===== config.mk =====
export PLATFORM = sky130hd
export DESIGN_NAME = llc_evict_array
export DESIGN_NICKNAME = d
export VERILOG_FILES = /design/src/verilog/llc_geometry_pkg.sv /design/src/verilog/llc_evict_array.sv
export SDC_FILE = /design/constraint.sdc
export NUM_CORES = 1
export LEC_CHECK = 0
export BUFFER_PORTS_ARGS = -buffer_cell sky130_fd_sc_hd__buf_2
export CAP_MARGIN = 5
export CORE_MARGIN = 8
export CORE_UTILIZATION = 50
export CTS_CLUSTER_SIZE = 28
export DETAILED_ROUTE_END_ITERATION = 8
export GPL_ROUTABILITY_DRIVEN = 0
export PLACE_DENSITY = 0.71
export SLEW_MARGIN = 30
export SYNTH_ARGS = -nofsm -noshare
export SYNTH_HDL_FRONTEND = slang
export SYNTH_SLANG_ARGS = --single-unit
export TNS_END_PERCENT = 100

===== constraint.sdc =====
create_clock -name clk -period 5.8 [get_ports clk]
set_clock_uncertainty 0.2 [all_clocks]
set_input_delay 0.29 -clock clk [delete_from_list [all_inputs] [get_ports clk]]
set_output_delay 0.29 -clock clk [all_outputs]
set_load 0.01 [all_outputs]

===== src/verilog/llc_geometry_pkg.sv =====
package llc_geometry_pkg;

    // default cache geometry, the top level can override each of these

    // ways per set
    parameter int default_num_ways = 4;

    // set index width, 64 sets
    parameter int default_set_bits = 6;

    // tag stored per way
    parameter int default_tag_bits = 12;

    // data line stored per way
    parameter int default_line_bits = 32;

    // width of a way index, also used for the eviction pointer
    parameter int default_way_bits = $clog2(default_num_ways);

endpackage


===== src/verilog/llc_evict_array.sv =====
`timescale 1ns/100ps

module llc_evict_array #(
    parameter int set_bits = llc_geometry_pkg::default_set_bits,
    parameter int way_bits = llc_geometry_pkg::default_way_bits
) (
    input  logic                clk,
    input  logic                reset,
    input  logic [set_bits-1:0] set_q,
    input  logic                rd_q,
    input  logic                evict_we_q,
    input  logic [way_bits-1:0] evict_way_q,
    output logic [way_bits-1:0] rd_evict_way
);

    localparam int num_sets = 1 << set_bits;

    // replacement pointer per set
    logic [way_bits-1:0] evict_mem [num_sets];

    always_ff @(posedge clk) begin
        if (evict_we_q) begin
            evict_mem[set_q] <= evict_way_q;
        end
    end

    // old pointer on a same-cycle write, held while rd_q is low
    always_ff @(posedge clk) begin
        if (reset) begin
            rd_evict_way <= '0;
        end else if (rd_q) begin
            rd_evict_way <= evict_mem[set_q];
        end
    end

endmodule


==> flow_summary.ini <==
[place]
dp_hpwl_mm = 7.32
portBuffers = 13

[global_routing]
track_usage_pct = 17.9
grt_pass1_wl_mm = 19.1
grt_max_degree = 65
antenna_found_initial = 0
grt_overflow_total = 0
grt_pass1_vias = 3296

[synthesis]
synth.distinct_cells = 54
ys_seq_area_share_pct = 70.8
synth_fp_nets = 386
ys.flop_type = edfxtp_1
synth_area_leader_cell = edfxtp_1
yosys-top-cells-area = edfxtp_1 (70%), nor2_1 (5.7%), mux4_2 (2.9%)
synthArstFlopShare_pct = 0
synth-edff-count = 128
synth_area_mm2 = 0.00549
synth_most_common_cell = edfxtp_1
synth_warnings = 0
avgSynthCellArea_um2 = 14.7
synth_top_cell_area_share_pct = 70.1
ys_ff_latch = 130
yosys-top-cells-count = edfxtp_1 (128), nor2_1 (83), mux2i_1 (12), a21oi_1 (11), nand2_1 (11)
netlist_instances = 374

[worst_setup_path]
r2r_cells = 6
reg2reg_from = evict_mem[60][1]$_DFFE_PP_
ff2ff_setup_slack_ns = 3.26
slowest_stage = dlygate4sd3_1
max_stage_delay_ns = 0.58
cp.arrival_ns = 3.25
required_ns = 6.01
cp_max_fo = 42
path_class = input port to flop
endpoint_kind = flop
worstReg2RegEnd = rd_evict_way[1]$_SDFFE_PP0P_
crit_chain = buf_2 > buf_4 > nor2b_1 > a221oi_1 > a31oi_1 > o21bai_1 > nor4bb_1 > a311oi_1 > dlygate4sd3_1
cp-start-kind = input port

[sta]
hold_viol = 0
slew_headroom_pct = 44.1
setup_violations = 0
tightest_slew_ns = 0.835
fin_crit_sh_pct = 52.4
drv_slew = 0
max_freq_mhz = 329
rsz0062_at_grt = no
fin_crit_ns = 3.04
fin_setup_tns_ns = 0

[cts]
clk_pin_slew_ns = 0.06
cts_resized = 0
cts_made_buffers = 17
hold_buffers = 3
cts.htree.levels = 4
cts_sinks = 130
tritoncts = done
cts_max_path_buffers = 2
clkLatencyLatePin_ns = 0.52
cts-root-buf = clkbuf_8
post-cts-setup-buffers = 0

[power]
p_leak_uw = 0.00200
finalPower_uw = 2200
peakVddDrop_mv = 0.226
powerDensity_mw_per_mm2 = 352

[flow_run]
maxCapViolCount = 0

[cells_and_area]
final_nets = 401
areaGrowthSynthToFinish_pct = 13.6
antenna_cells = 0
drive_gt1_share_pct = 15.5

[floorplan]
fp.dieArea_mm2 = 0.0146
io_pins = 14
row_count = 38
die_w_um = 121
start_util_pct = 50.8
die_h_um = 121
core-area_mm2 = 0.0108

[detailed_routing]
drt-wirelength-per-cell_um = 22.7
via_per_inst = 6.14
route.detailed.drc = 0
firstDrtPassIters = 5
routed_wl_mm = 12.3
drtIter0Drc = 353
ant_nets = 0
vias = 3320

[hold_path]
hold_class = input port to flop
holdPathEnd = evict_mem[8][1]$_DFFE_PP_
min_path_cells = 1
min_from = evict_way_q[1]

[status]
status = finished, final reports clean
-- worst max path at each step --
| stage | to | cells after the start | startpoint |
|---|---|---|---|
| floorplan | rd_evict_way[0]$_SDFFE_PP0P_ | 7 | set_q[2] |
| global placement | rd_evict_way[0]$_SDFFE_PP0P_ | 8 | set_q[1] |
| detailed placement | rd_evict_way[1]$_SDFFE_PP0P_ | 8 | set_q[2] |
| CTS | rd_evict_way[1]$_SDFFE_PP0P_ | 9 | set_q[2] |
| global route | rd_evict_way[1]$_SDFFE_PP0P_ | 9 | set_q[2] |
| finish | rd_evict_way[1]$_SDFFE_PP0P_ | 9 | set_q[2] |
-- layout make-up --
class,instances,area (um^2)
fillers,843,4560
repair buffers,18,115
inverters,1,3.75
clock buffers,17,414
clock inverters,14,165
multi-input cells,221,1480
well taps,140,175
flip-flops and latches,130,3880
-- placed cells by master, fill, tap and decap left out, types with 7 or more instances in the layout --
cell type,count
a21oi_1,11
nand3_1,9
buf_2,11
nor2_1,83
nand2_1,11
clkbuf_16,16
mux4_2,7
a22oi_1,10
nor2b_1,8
mux2i_1,12
edfxtp_1,128
-- metrics by stage --
step                      hold WS (ns)  util, %  setup WS (ns)  area (um^2)  std cells
after global placement           0.309     52.1           2.92         5620        507
final                            0.126     57.7           2.76         6230        541
after detailed placement         0.306     52.1           2.84         5620        507
after floorplan                  0.162        -           3.73         5490        374
after CTS                        0.110     57.7           2.85         6230        541
after global routing             0.130     57.7           2.69         6230        541
-- sequential cells by signal, summed over array words and instances, names as in the netlist --
register / count
rd_evict_way: 2
evict_mem: 128
-- power breakdown --
| part | switching [uW] | total, uW | internal, uW |
|---|---|---|---|
| clock | 391 | 1040 | 649 |
| sequential | 2.80 | 1040 | 1040 |
| combinational | 75.4 | 113 | 37.2 |
-- worst max-delay path, delay by kind of cell --
kind	cells	cell delay [ns]
buffers and inverters	3	1.44
AND/OR/NAND/NOR	2	0.66
AO/OA/AOI/OAI	4	0.84
-- layer usage --
layer / GRT usage, % / wire [um] / vias up
met1: 23.1 / 5180 / 1662
met5: 0 / 0 / -
li1: - / - / 1486
met4: 8.12 / 289 / 0
met2: 27.9 / 5970 / 146
met3: 4.48 / 849 / 26
-- cell families after synthesis --
kind of cell / after synthesis / share of synthesized area (%)
multiplexers: 29 / 7.39
buffers and inverters: 23 / 2.33
AND/OR/NAND/NOR: 131 / 10.9
flip-flops: 130 / 70.8
AO/OA/AOI/OAI: 61 / 8.62
(Power assumes the default switching activity.)
