<file path="src/verilog/llc_geometry_pkg.sv">
package llc_geometry_pkg;

    // default cache geometry, the top level can override each of these

    // ways per set
    parameter int default_num_ways = 4;

    // set index width, 64 sets
    parameter int default_set_bits = 6;

    // tag stored per way
    parameter int default_tag_bits = 12;

    // data line stored per way
    parameter int default_line_bits = 32;

    // width of a way index, also used for the eviction pointer
    parameter int default_way_bits = $clog2(default_num_ways);

endpackage

</file>
<file path="src/verilog/llc_coherence_pkg.sv">
package llc_coherence_pkg;

    // width of a stored coherence state
    parameter int llc_state_bits = 3;

    // per-way coherence state
    // invalid must stay at zero, reset and flush both rely on it
    typedef enum logic [llc_state_bits-1:0] {
        invalid      = 3'd0,
        valid        = 3'd1,
        shared_state = 3'd2,
        exclusive    = 3'd3,
        modified     = 3'd4,
        // shared with a pending downgrade
        sd           = 3'd5,
        dirty_state  = 3'd6
    } llc_state_e;

    // the other per-way fields
    //   dirty bit   line differs from memory
    //   tag         upper address bits of the cached line
    //   line        cached data
    // per set
    //   evict way   next way to replace in that set

endpackage

</file>
<file path="src/verilog/llc_write_decode.sv">
`timescale 1ns/100ps

module llc_write_decode #(
    parameter int num_ways  = llc_geometry_pkg::default_num_ways,
    parameter int way_bits  = llc_geometry_pkg::default_way_bits,
    parameter int set_bits  = llc_geometry_pkg::default_set_bits,
    parameter int tag_bits  = llc_geometry_pkg::default_tag_bits,
    parameter int line_bits = llc_geometry_pkg::default_line_bits
) (
    input  logic                          clk,
    input  logic                          reset,
    input  logic [set_bits-1:0]           set_in,
    input  logic [way_bits-1:0]           way,
    input  logic                          rd_en,
    input  logic                          wr_en,
    input  logic [num_ways-1:0]           wr_rst_flush,
    input  logic                          wr_en_evict_way,
    input  llc_coherence_pkg::llc_state_e wr_data_state,
    input  logic                          wr_data_dirty_bit,
    input  logic [tag_bits-1:0]           wr_data_tag,
    input  logic [line_bits-1:0]          wr_data_line,
    input  logic [way_bits-1:0]           wr_data_evict_way,
    output logic [set_bits-1:0]           set_q,
    output logic                          rd_q,
    output logic [num_ways-1:0]           meta_we,
    output logic [num_ways-1:0]           data_we,
    output logic                          evict_we_q,
    output llc_coherence_pkg::llc_state_e state_q,
    output logic                          dirty_q,
    output logic [tag_bits-1:0]           tag_q,
    output logic [line_bits-1:0]          line_q,
    output logic [way_bits-1:0]           evict_way_q
);

    logic [num_ways-1:0] meta_we_d;
    logic [num_ways-1:0] data_we_d;

    // target way gets everything and flushed ways only state and dirty
    always_comb begin
        for (int i = 0; i < num_ways; i++) begin
            data_we_d[i] = wr_en && (way == way_bits'(i));
            meta_we_d[i] = data_we_d[i] || wr_rst_flush[i];
        end
    end

    always_ff @(posedge clk) begin
        if (reset) begin
            rd_q       <= 1'b0;
            meta_we    <= '0;
            data_we    <= '0;
            evict_we_q <= 1'b0;
        end else begin
            rd_q       <= rd_en;
            meta_we    <= meta_we_d;
            data_we    <= data_we_d;
            evict_we_q <= wr_en_evict_way;
        end
    end

    // request payload is only meaningful alongside the enables above
    always_ff @(posedge clk) begin
        set_q       <= set_in;
        state_q     <= wr_data_state;
        dirty_q     <= wr_data_dirty_bit;
        tag_q       <= wr_data_tag;
        line_q      <= wr_data_line;
        evict_way_q <= wr_data_evict_way;
    end

    a_way_in_range: assert property (@(posedge clk) disable iff (reset)
        wr_en |-> (way < num_ways))
        else $error("write targets way %0d beyond num_ways", way);

    // a write reaches at most one way's tag and line in stage two
    a_data_we_onehot: assert property (@(posedge clk) disable iff (reset)
        wr_en |=> $onehot0(data_we))
        else $error("data_we not one-hot after a write: %b", data_we);

endmodule

</file>
<file path="config.mk">
export PLATFORM = sky130hd
export DESIGN_NAME = llc_write_decode
export DESIGN_NICKNAME = d
export VERILOG_FILES = /design/src/verilog/llc_geometry_pkg.sv /design/src/verilog/llc_coherence_pkg.sv /design/src/verilog/llc_write_decode.sv
export SDC_FILE = /design/constraint.sdc
export NUM_CORES = 1
export LEC_CHECK = 0
export ABC_AREA = 0
export BUFFER_PORTS_ARGS = -buffer_cell sky130_fd_sc_hd__buf_2
export CAP_MARGIN = 20
export CORE_UTILIZATION = 38
export CTS_CLUSTER_DIAMETER = 60
export DETAILED_ROUTE_END_ITERATION = 12
export PLACE_DENSITY_LB_ADDON = 0.3
export SLEW_MARGIN = 5
export SYNTH_ARGS = -nofsm -noshare
export SYNTH_HDL_FRONTEND = slang
export SYNTH_SLANG_ARGS = --single-unit
</file>
<file path="constraint.sdc">
create_clock -name clk -period 0.8 [get_ports clk]
set_input_delay 0.12 -clock clk [delete_from_list [all_inputs] [get_ports clk]]
set_output_delay 0.12 -clock clk [all_outputs]
set_load 0.02 [all_outputs]
</file>
==> flow_summary.ini, run 1 <==
[synthesis]
ys_seq_elements = 66
async_flop_share_pct = 0
synth_commonest_cells = dfxtp_1, nand2b_1, nor2_1
synth_nets = 151
netlist-cell-type-count = 12
ys_warn_count = 0
seq_area_frac_synth_pct = 92.3
post-synth-top-count-cell = dfxtp_1
synth_edf_count = 0
synth.area.top_cells = dfxtp_1, nand2b_1, nor2b_1
synth-main-ff-cell = dfxtp_1
synth_top_cell_by_area = dfxtp_1
netlist.area_leader.share_pct = 92.3
synthCells = 84
syn-cell-area_um2 = 1430
avgSynthCellArea_um2 = 17.0

[floorplan]
io_pins = 133
die_h_um = 63.4
start_util_pct = 41.3
die_width_um = 63.4
num_rows = 21

[clock_network]
cts_setup_buffers = 0
cts_resized = 196
clock_sinks = 66
cts_buffers = 9
hold_buffers = 57
cts_buffer_depth = 2
cts-root-buf = clkbuf_8
htree_num_levels = 3

[placement]
portBuffers = 132
place_hpwl_um = 2510
place_congestion = 0.683

[outcome]
first-error = [ERROR DPL-0033] detailed placement checks failed during check placement.
status = stopped before the end
stop_stage = clock tree synthesis
[logic make-up after synthesis]
logic type,Yosys count,synth area share (%)
and+or+nand+nor,12,4.37
buffers and inverters,2,1.05
DFF,66,92.3
AOI/OAI and AO/OA,4,2.27
[per-stage QoR]
stage / cell area (µm²) / setup slack (ns) / instances / hold slack (ns) / utilization [%]
detailed placement: 2140 / 0.100 / 261 / 0.224 / 61.7
global placement: 2140 / 0.122 / 261 / 0.222 / 61.7
floorplan: 1430 / 0.267 / 84 / 0.148 / -
==> run 2, diff against run 1 <==
Settings changed: CORE_UTILIZATION 38 to 27, CTS_CLUSTER_DIAMETER 60 to default, PLACE_DENSITY_LB_ADDON 0.3 to 0.15.
==> run 2 against run 1 <==
Compared with the run above: the flow now finishes, with violations (setup timing); synthesized cell count stayed put; area after synthesis unchanged.
==> flow_summary.ini, run 2 <==
[outcome]
status = finished, violations left
violations = setup timing

[routing]
viasPerCell = 3.85
wl_per_cell_um = 12.9
first_iter_violations = 24
routed_wl_um = 4660
drtAntennaViolNets = 0
drc = 0
vias = 1387
drtPass1Iterations = 4

[floorplan]
die_h_um = 74.8
start_util_pct = 28.0
die-area_um2 = 5600
die_width_um = 74.8
io_pins = 133
num_rows = 26
core_um2 = 5110

[worst_setup_path]
cp_top_family = flip-flops
cp_max_fo = 1
critPathRequiredTime_ns = 0.68
crit_type = reg2out
critical_path_arrival_ns = 0.79
crit_slowest_cell = dfxtp_2
worst-path-buf-inv = 1
slowest_delay_ns = 0.34
cp_cell_sequence = buf_6
cp-start-kind = register
cp-end-kind = primary output

[clock_network]
clock_sinks = 66
cts_tree = yes
cts_setup_buffers = 0
cts_buffer_depth = 2
cts-root-buf = clkbuf_8
cts_buffers = 9
htree_num_levels = 3
clkSlewWorstSetupHoldPaths_ns = 0.07

[finish]
largest_reg_flops = 32
drive_gt1_share_pct = 73.8
n_antenna_cell = 0
instances_no_fill = 360
reg.largest.list = line_q (32), tag_q (12), set_q (6)
final_cell_mix = dfxtp_2, buf_2, buf_6
largest-register = line_q
syn_to_final_growth_pct = 141
final_nets = 352

[power]
power_frac_comb_pct = 14.2
p_int_mw = 5.57
swShare_pct = 24.1
pwr-share-seq_pct = 48.8
leakage_nw = 1.59
pwr-share-clk_pct = 37.1
irDropWorstVdd_v = 0.00140
p_sw_mw = 1.76
powerDensity_nw_per_um2 = 2130

[synthesis]
netlist-cell-type-count = 12
synthCells = 84
synth.area.top_cells = dfxtp_1, nand2b_1, nor2b_1
synth_edf_count = 0
post-synth-top-count-cell = dfxtp_1
avgSynthCellArea_um2 = 17.0
ys_warn_count = 0
ys_seq_elements = 66
synth-main-ff-cell = dfxtp_1
async_flop_share_pct = 0
netlist.area_leader.share_pct = 92.3
synth_top_cell_by_area = dfxtp_1
synth_nets = 151
synth_commonest_cells = dfxtp_1, nand2b_1, nor2_1
seq_area_frac_synth_pct = 92.3
syn-cell-area_um2 = 1430

[grt]
antenna_found_initial = 0
groute.usage.overall_pct = 16.5
grt_first_pass_wirelength_um = 6440
gr-total-overflow = 0
grt_pass1_vias = 1419
grt_max_degree = 13

[timing]
setup_viol = 66
timing_hold_violations_final = 0
slew_headroom_pct = 85.9
max_freq_ghz = 1.10
drv_slew = 0
period_needed_ns = 0.906
min_period_over_period_pct = 113
worst_pin_slew_ns = 0.210
setup_slack_ns = -0.106
rsz0062_at_grt = yes

[placement]
dp_cells = 285
portBuffers = 132
pre_cts_ws_ns = 0.103
place_hpwl_um = 2570
place_congestion = 0.672

[flow_run]
maxCapViolCount = 0

[worst_hold_path]
hold_path.class = in2reg
-- run 2: cell counts after synthesis --
Identical to the previous run, type by type.
-- run 2: what timing repair did --
| item | CTS | global route |
|---|---|---|
| endpoints found under the hold margin | 59 | 0 |
| pin swaps | 0 | 0 |
| resized for setup | 197 | 1 |
| hold buffers | 59 | 0 |
| setup endpoints to repair | 66 | 66 |
-- run 2: area by class of cell --
| type | instances | area, µm² |
|---|---|---|
| clock inverters | 6 | 66.3 |
| clock buffers | 10 | 128 |
| repair buffers | 191 | 1660 |
| multi-input cells | 16 | 95.1 |
| well taps | 70 | 87.6 |
| fillers | 361 | 1660 |
| inverters | 1 | 3.75 |
| flip-flops and latches | 66 | 1400 |
-- run 2: worst paths after layout --
check                            from    endpoint  cells past startpoint
worst max-delay path        line_q[4]   line_q[4]                      1
worst min-delay path  wr_rst_flush[2]  meta_we[2]                      3
-- run 2: kinds of logic (layout without fill, tap and decap cells) --
logic type      after synthesis  after routing  share of synthesized area [%]
compound gates                4              4                           2.27
buf+inv                       2            208                           1.05
flops                        66             66                           92.3
simple gates                 12             12                           4.37
-- run 2: per-stage QoR --
step	TNS [ns]	cell area (µm²)	power [mW]	utilization (%)	hold slack, ns
2_1_floorplan	0	1430	3.84	-	0.148
3_5_place_dp	0	2170	4.17	42.5	0.224
5_1_grt	-8.08	3450	7.62	67.5	0.0193
4_1_cts	-6.90	3450	7.38	67.5	0.00279
3_3_place_gp	0	2170	4.16	42.5	0.222
6_report	-5.81	3450	7.33	67.5	0.0217
-- run 2: worst min-delay path: stages --
cell	delay (ns)
buf_2	0.08
nand2b_1	0.05
o31ai_1	0.06
-- run 2: metal layers --
| metal | global-route usage [%] | wire, µm | vias up |
|---|---|---|---|
| li1 | - | - | 669 |
| met1 | 15.0 | 1740 | 630 |
| met2 | 30.9 | 2390 | 81 |
| met3 | 7.10 | 460 | 7 |
| met4 | 8.81 | 63 | 0 |
| met5 | 0 | 0 | - |
-- run 2: power groups by stage --
stage / combinational (mW) / sequential [mW] / clock [mW]
after floorplan: 0.0385 / 3.81 / 0
after global placement: 0.597 / 3.57 / 0
after detailed placement: 0.600 / 3.57 / 0
after CTS: 1.03 / 3.57 / 2.79
after global routing: 1.10 / 3.59 / 2.93
final: 1.04 / 3.58 / 2.72
No activity file was read; power rests on OpenSTA's default activity.
