### config.mk
export PLATFORM = sky130hd
export DESIGN_NAME = llc_way_array
export DESIGN_NICKNAME = d
export VERILOG_FILES = /design/src/verilog/llc_geometry_pkg.sv /design/src/verilog/llc_coherence_pkg.sv /design/src/verilog/llc_way_array.sv
export SDC_FILE = /design/constraint.sdc
export NUM_CORES = 2
export LEC_CHECK = 0
export BUFFER_PORTS_ARGS = -buffer_cell sky130_fd_sc_hd__clkbuf_2
export CAP_MARGIN = 20
export CORE_ASPECT_RATIO = 0.75
export CORE_MARGIN = 5
export CORE_UTILIZATION = 30
export CTS_CLUSTER_DIAMETER = 120
export DETAILED_ROUTE_END_ITERATION = 7
export GPL_ROUTABILITY_DRIVEN = 0
export PLACE_DENSITY = 0.52
export REMOVE_ABC_BUFFERS = 1
export SYNTH_ARGS = -nofsm -noshare
export SYNTH_HDL_FRONTEND = slang
export SYNTH_SLANG_ARGS = --single-unit
export TNS_END_PERCENT = 5
### constraint.sdc
create_clock -name clk -period 3.55 [get_ports clk]
set_input_delay 0 -clock clk [delete_from_list [all_inputs] [get_ports clk]]
set_output_delay 0 -clock clk [all_outputs]
set_load 0.01 [all_outputs]
### src/verilog/llc_geometry_pkg.sv
package llc_geometry_pkg;

    // default cache geometry, the top level can override each of these

    // ways per set
    parameter int default_num_ways = 4;

    // set index width, 64 sets
    parameter int default_set_bits = 6;

    // tag stored per way
    parameter int default_tag_bits = 12;

    // data line stored per way
    parameter int default_line_bits = 32;

    // width of a way index, also used for the eviction pointer
    parameter int default_way_bits = $clog2(default_num_ways);

endpackage

### src/verilog/llc_coherence_pkg.sv
package llc_coherence_pkg;

    // width of a stored coherence state
    parameter int llc_state_bits = 3;

    // per-way coherence state
    // invalid must stay at zero, reset and flush both rely on it
    typedef enum logic [llc_state_bits-1:0] {
        invalid      = 3'd0,
        valid        = 3'd1,
        shared_state = 3'd2,
        exclusive    = 3'd3,
        modified     = 3'd4,
        // shared with a pending downgrade
        sd           = 3'd5,
        dirty_state  = 3'd6
    } llc_state_e;

    // the other per-way fields
    //   dirty bit   line differs from memory
    //   tag         upper address bits of the cached line
    //   line        cached data
    // per set
    //   evict way   next way to replace in that set

endpackage

### src/verilog/llc_way_array.sv
`timescale 1ns/100ps

module llc_way_array #(
    parameter int set_bits  = llc_geometry_pkg::default_set_bits,
    parameter int tag_bits  = llc_geometry_pkg::default_tag_bits,
    parameter int line_bits = llc_geometry_pkg::default_line_bits
) (
    input  logic                          clk,
    input  logic                          reset,
    input  logic [set_bits-1:0]           set_q,
    input  logic                          rd_q,
    input  logic                          meta_we,
    input  logic                          data_we,
    input  llc_coherence_pkg::llc_state_e state_q,
    input  logic                          dirty_q,
    input  logic [tag_bits-1:0]           tag_q,
    input  logic [line_bits-1:0]          line_q,
    output llc_coherence_pkg::llc_state_e rd_state,
    output logic                          rd_dirty,
    output logic [tag_bits-1:0]           rd_tag,
    output logic [line_bits-1:0]          rd_line
);

    import llc_coherence_pkg::*;

    localparam int num_sets = 1 << set_bits;

    // one entry per set for this way
    llc_state_e           state_mem [num_sets];
    logic                 dirty_mem [num_sets];
    logic [tag_bits-1:0]  tag_mem   [num_sets];
    logic [line_bits-1:0] line_mem  [num_sets];

    // meta fields also take flush writes
    always_ff @(posedge clk) begin
        if (meta_we) begin
            state_mem[set_q] <= state_q;
            dirty_mem[set_q] <= dirty_q;
        end
    end

    always_ff @(posedge clk) begin
        if (data_we) begin
            tag_mem[set_q]  <= tag_q;
            line_mem[set_q] <= line_q;
        end
    end

    // read-first: same-edge writes land after these reads sample the arrays
    // outputs hold while rd_q is low
    always_ff @(posedge clk) begin
        if (reset) begin
            rd_state <= invalid;
            rd_dirty <= 1'b0;
            rd_tag   <= '0;
            rd_line  <= '0;
        end else if (rd_q) begin
            rd_state <= state_mem[set_q];
            rd_dirty <= dirty_mem[set_q];
            rd_tag   <= tag_mem[set_q];
            rd_line  <= line_mem[set_q];
        end
    end

    // tag and line are never written without the meta fields of the same way
    a_data_implies_meta: assert property (@(posedge clk) disable iff (reset)
        data_we |-> meta_we)
        else $error("tag/line write without state/dirty write at set %0d", set_q);

endmodule

==> reports/qor_table.md <==
| Parameter | Value | Unit |
|:---|:---|:---|
| Result of the run | finished, final reports clean | - |
| Number of clock sinks | 3,120 | - |
| Net Sw Frac | 22.9 | % |
| Clock tree from TritonCTS | built | - |
| Met1 demand-to-capacity share in global routing | 31.6 | % |
| Cell area after layout | 0.140 | mm2 |
| Worst Hold Slack | 0.0197 | ns |
| Number of rows in the core area | 200 | - |
| Leading register cell type out of synthesis | sky130_fd_sc_hd__edfxtp_1 | - |
| Area of the mapped netlist | 0.120 | mm2 |
| Via count of the first global-routing pass | 68,600 | - |
| Post-Route WL | 463 | mm |
| Count of yosys warnings during synthesis | 0 | - |
| Sequential-to-total area share from yosys stat | 77.9 | % |
| Area growth from synthesis to layout | 16.9 | % |
| Register bit total from synthesis | 3,120 | - |
| Clock network fraction of design power | 40.7 | % |
| Post-synth ARST share | 0 | % |
| Number of top-level pins | 107 | - |
| Placement-stage worst setup slack | 0.303 | ns |
| H-tree level count | 5 | - |
| Worst vdd ir | 386 | uV |
| Transition time at the pin with the least slew margin | 1.20 | ns |
| Detailed Route Iter0 Violations | 12,900 | - |
| Avg WL per Cell | 36.9 | um |
| Nature of the critical path endpoint | flop | - |
| Total iterations of the first detailed-routing run | 6 | - |
| GRT met2 Usage | 30.7 | % |
| Global-route wire length before repair | 616 | mm |
| Multiplexer fraction of the synthesized cell area | 7.89 | % |
| Type of the tightest min-delay check | in -> reg | - |
| Static leakage | 44.1 | nW |
| Mean number of vias per cell | 5.86 | - |
| Skew final | 0.0536 | ns |
| Die Outline Area | 0.412 | mm2 |
| Inserted Clock Buffers | 291 | - |
| Horizontal extent of the die | 739 | um |
| Reported max-cap violation count | 0 | - |
| Net switching power of the design | 17.7 | mW |
| Fraction of synthesized cell area in xor and xnor cells | 0 | % |
| All-Layer GR Usage | 21.6 | % |
| Post-route minimum period | 3.16 | ns |
| Launching element type of the critical path | input port | - |
| Share of the cycle needed by the critical path after routing | 89.1 | % |
| Layout cells sized above 1 | 19.8 | % |
| Area fraction in compound gates after synthesis | 9.66 | % |
| Worst skew pair latency | 0.91 | ns |
| Overall die height | 557 | um |
| Endpoints failing setup | 0 | - |
| Max Fanout on Critical Path | 38 | - |
| Hold violation total from the final report | 0 | - |
| Pins Over Slew Limit | 0 | - |
| Layout Nets | 7,100 | - |
| Clock root cell | sky130_fd_sc_hd__clkbuf_16 | - |
| Post-cts hold buffer count | 44 | - |
| Distinct cell type count after synthesis | 72 | - |
| Internal Pwr Total | 59.4 | mW |
| Relative contribution of sequential cells to total power | 53.0 | % |
| Area share of fa/ha/maj cells after synthesis | 0 | % |
| Number of port buffers | 106 | - |
| Unrepaired setup endpoints after global routing | no | - |
| Area fraction in and, or, nand and nor cells after synthesis | 2.40 | % |
| Max Fclk | 0.316 | GHz |
| Worst path required time | 4.26 | ns |
| DR DRC count | 0 | - |
| Number of synthesized flops with an enable pin | 3,072 | - |
| Total gr overflow | 0 | - |
| Fraction of met3 tracks used by global routing | 6.49 | % |
| Part of the total power dissipated in combinational logic | 6.3 | % |
| Power density over cell area | 551 | mW/mm2 |
| Number of antenna violations at the first check in global routing | 29 | - |
| Critical path class | in -> reg | - |
| Setup Buffers After CTS | 0 | - |
| Synth Instances | 6,583 | - |
| DRT antenna net count | 0 | - |
| Combinational family with the most area after synthesis | compound AO/OA/AOI/OAI gates | - |
| Worst-case headroom to the max-slew limit | 19.0 | % |
| Most utilized layer in the global route result | met1 | - |
| Cell Area, Placed | 0.130 | mm2 |
| Arrival @ worst endpoint | 3.87 | ns |
| Post-detailed-placement half-perimeter wirelength | 259 | mm |
| PostCTS Resize Cnt | 0 | - |
| Setup slack of the critical path after layout | 0.389 | ns |
| DR vias | 73,500 | - |
| Core Box Area | 0.397 | mm2 |
| Deepest clock path buffer count | 4 | - |
| Initial core utilization | 30.2 | % |
| Mean area per synthesized cell | 18.2 | um2 |
| Clock-pin slew of the registers on the worst-case setup and hold paths | 0.07 | ns |
| Largest net degree at the start of global routing | 65 | - |
[final timing paths]
| path | slack, ns | startpoint | endpoint | depth (start not counted) |
|---|---|---|---|---|
| worst max-delay path | 0.39 | set_q[2] | rd_line[3] | 9 |
| worst min-delay path | 0.02 | line_q[0] | line_mem[36][0] | 2 |
| worst max register to register | 1.02 | tag_mem[54][5] | rd_tag[5] | 5 |
| worst min register to register | 0.49 | rd_tag[6] | rd_tag[6] | 2 |
[critical path: stages]
cell	delay (ns)
sky130_fd_sc_hd__dlygate4sd3_1	0.57
sky130_fd_sc_hd__buf_8	0.22
sky130_fd_sc_hd__buf_12	0.36
sky130_fd_sc_hd__and3b_2	0.43
sky130_fd_sc_hd__buf_4	0.32
sky130_fd_sc_hd__a22oi_1	0.24
sky130_fd_sc_hd__nand4_1	0.30
sky130_fd_sc_hd__a221oi_1	0.97
sky130_fd_sc_hd__a311oi_1	0.21
[flip-flops by register name, summed over array words and instances (netlist names)]
register   count
line_mem    2048
tag_mem      768
state_mem    192
dirty_mem     64
rd_line       32
rd_tag        12
rd_state       3
rd_dirty       1
[cell usage in the layout, fill, tap and decap left out, types with 12 or more instances in the layout]
cell type and instances:
sky130_fd_sc_hd__buf_12 129, sky130_fd_sc_hd__bufinv_16 21, sky130_fd_sc_hd__a221oi_1 306, sky130_fd_sc_hd__diode_2 15, sky130_fd_sc_hd__nor3_1 13, sky130_fd_sc_hd__mux2_2 218
sky130_fd_sc_hd__nand2_1 176, sky130_fd_sc_hd__clkinv_1 52, sky130_fd_sc_hd__mux4_2 141, sky130_fd_sc_hd__o22a_1 30, sky130_fd_sc_hd__o31a_1 18, sky130_fd_sc_hd__o21ai_0 185
sky130_fd_sc_hd__clkbuf_1 77, sky130_fd_sc_hd__mux2i_1 381, sky130_fd_sc_hd__a21oi_1 220, sky130_fd_sc_hd__nand3_1 40, sky130_fd_sc_hd__a22o_1 80, sky130_fd_sc_hd__a221o_1 67
sky130_fd_sc_hd__edfxtp_1 3072, sky130_fd_sc_hd__buf_4 342, sky130_fd_sc_hd__a31oi_1 32, sky130_fd_sc_hd__clkinv_2 39, sky130_fd_sc_hd__dlygate4sd3_1 56, sky130_fd_sc_hd__nor2_4 69
sky130_fd_sc_hd__inv_6 12, sky130_fd_sc_hd__a311oi_1 17, sky130_fd_sc_hd__o2bb2ai_1 19, sky130_fd_sc_hd__dfxtp_1 48, sky130_fd_sc_hd__o22ai_1 145, sky130_fd_sc_hd__o211ai_1 17
sky130_fd_sc_hd__a222oi_1 21, sky130_fd_sc_hd__nand4_1 17, sky130_fd_sc_hd__clkbuf_8 17, sky130_fd_sc_hd__clkbuf_16 295, sky130_fd_sc_hd__a22oi_1 315, sky130_fd_sc_hd__nor2_1 279
sky130_fd_sc_hd__clkbuf_2 101, sky130_fd_sc_hd__o221ai_1 23
[cell usage after synthesis (5+ instances only)]
| master | n | area [um2] |
|---|---|---|
| sky130_fd_sc_hd__a2111oi_0 | 5 | 43.8 |
| sky130_fd_sc_hd__a211o_1 | 6 | 52.6 |
| sky130_fd_sc_hd__a211oi_1 | 11 | 82.6 |
| sky130_fd_sc_hd__a21o_1 | 5 | 37.5 |
| sky130_fd_sc_hd__a21oi_1 | 220 | 1100 |
| sky130_fd_sc_hd__a221o_1 | 67 | 671 |
| sky130_fd_sc_hd__a221oi_1 | 306 | 2680 |
| sky130_fd_sc_hd__a222oi_1 | 21 | 210 |
| sky130_fd_sc_hd__a22o_1 | 80 | 701 |
| sky130_fd_sc_hd__a22oi_1 | 315 | 2360 |
| sky130_fd_sc_hd__a2bb2oi_1 | 9 | 78.8 |
| sky130_fd_sc_hd__a311oi_1 | 17 | 149 |
| sky130_fd_sc_hd__a31oi_1 | 32 | 200 |
| sky130_fd_sc_hd__and2_1 | 6 | 37.5 |
| sky130_fd_sc_hd__and3_1 | 10 | 62.6 |
| sky130_fd_sc_hd__buf_1 | 29 | 109 |
| sky130_fd_sc_hd__buf_2 | 185 | 926 |
| sky130_fd_sc_hd__buf_4 | 89 | 668 |
| sky130_fd_sc_hd__buf_6 | 32 | 360 |
| sky130_fd_sc_hd__clkbuf_1 | 133 | 499 |
| sky130_fd_sc_hd__dfxtp_1 | 48 | 961 |
| sky130_fd_sc_hd__edfxtp_1 | 3072 | 92200 |
| sky130_fd_sc_hd__mux2_2 | 218 | 2450 |
| sky130_fd_sc_hd__mux2i_1 | 381 | 3810 |
| sky130_fd_sc_hd__mux4_2 | 141 | 3180 |
| sky130_fd_sc_hd__nand2_1 | 177 | 664 |
| sky130_fd_sc_hd__nand2b_1 | 6 | 37.5 |
| sky130_fd_sc_hd__nand3_1 | 41 | 205 |
| sky130_fd_sc_hd__nand4_1 | 17 | 106 |
| sky130_fd_sc_hd__nor2_1 | 346 | 1300 |
| sky130_fd_sc_hd__nor2b_1 | 7 | 43.8 |
| sky130_fd_sc_hd__nor3_1 | 15 | 75.1 |
| sky130_fd_sc_hd__nor4b_1 | 7 | 61.3 |
| sky130_fd_sc_hd__o2111ai_1 | 6 | 52.6 |
| sky130_fd_sc_hd__o211ai_1 | 17 | 128 |
| sky130_fd_sc_hd__o21ai_0 | 185 | 926 |
| sky130_fd_sc_hd__o21bai_1 | 10 | 75.1 |
| sky130_fd_sc_hd__o221ai_1 | 23 | 201 |
| sky130_fd_sc_hd__o22a_1 | 30 | 263 |
| sky130_fd_sc_hd__o22ai_1 | 145 | 907 |
| sky130_fd_sc_hd__o2bb2ai_1 | 19 | 166 |
| sky130_fd_sc_hd__o31a_1 | 18 | 158 |
| sky130_fd_sc_hd__o31ai_1 | 8 | 60.1 |
| sky130_fd_sc_hd__o32ai_1 | 6 | 52.6 |
[power by group through the flow]
stage | logic, mW | clock network [mW] | registers (mW)
floorplan | 1.65 | 0 | 41.6
finish | 4.83 | 31.4 | 40.9
detailed placement | 4.61 | 0 | 41.7
global placement | 4.55 | 0 | 41.7
global route | 4.96 | 33.2 | 40.8
CTS | 4.67 | 31.6 | 40.9
[layer usage]
| layer | wire length (um) | share of wire (%) |
|---|---|---|
| met5 | 132 | 0.029 |
| met1 | 193000 | 42 |
| met3 | 61300 | 13 |
| met4 | 15000 | 3.2 |
| met2 | 194000 | 42 |
[logic make-up after synthesis]
family          count (synthesis)
simple gates                  666
flops                        3120
mux                           740
buf+inv                       474
compound gates               1583
[layout make-up]
type,count,area [um2]
inverters,5,36.3
flip-flops and latches,3120,93200
well taps,5252,6570
repair buffers,634,6310
fillers,37000,257000
multi-input cells,2989,24500
clock buffers,389,7910
diodes,15,37.5
clock inverters,135,1280
[metrics by stage]
step                      utilization [%]  setup TNS (ns)  total power, mW  std cells
final                                35.3               0             77.1      12500
after floorplan                         -        -8645.33             43.3       6114
after CTS                            35.2               0             77.2      12500
after detailed placement             32.7               0             46.3      11900
after global routing                 35.3               0             79.0      12500
after global placement               32.7         -0.0444             46.2      11900
Note: power is estimated with default switching activity, not from simulation.
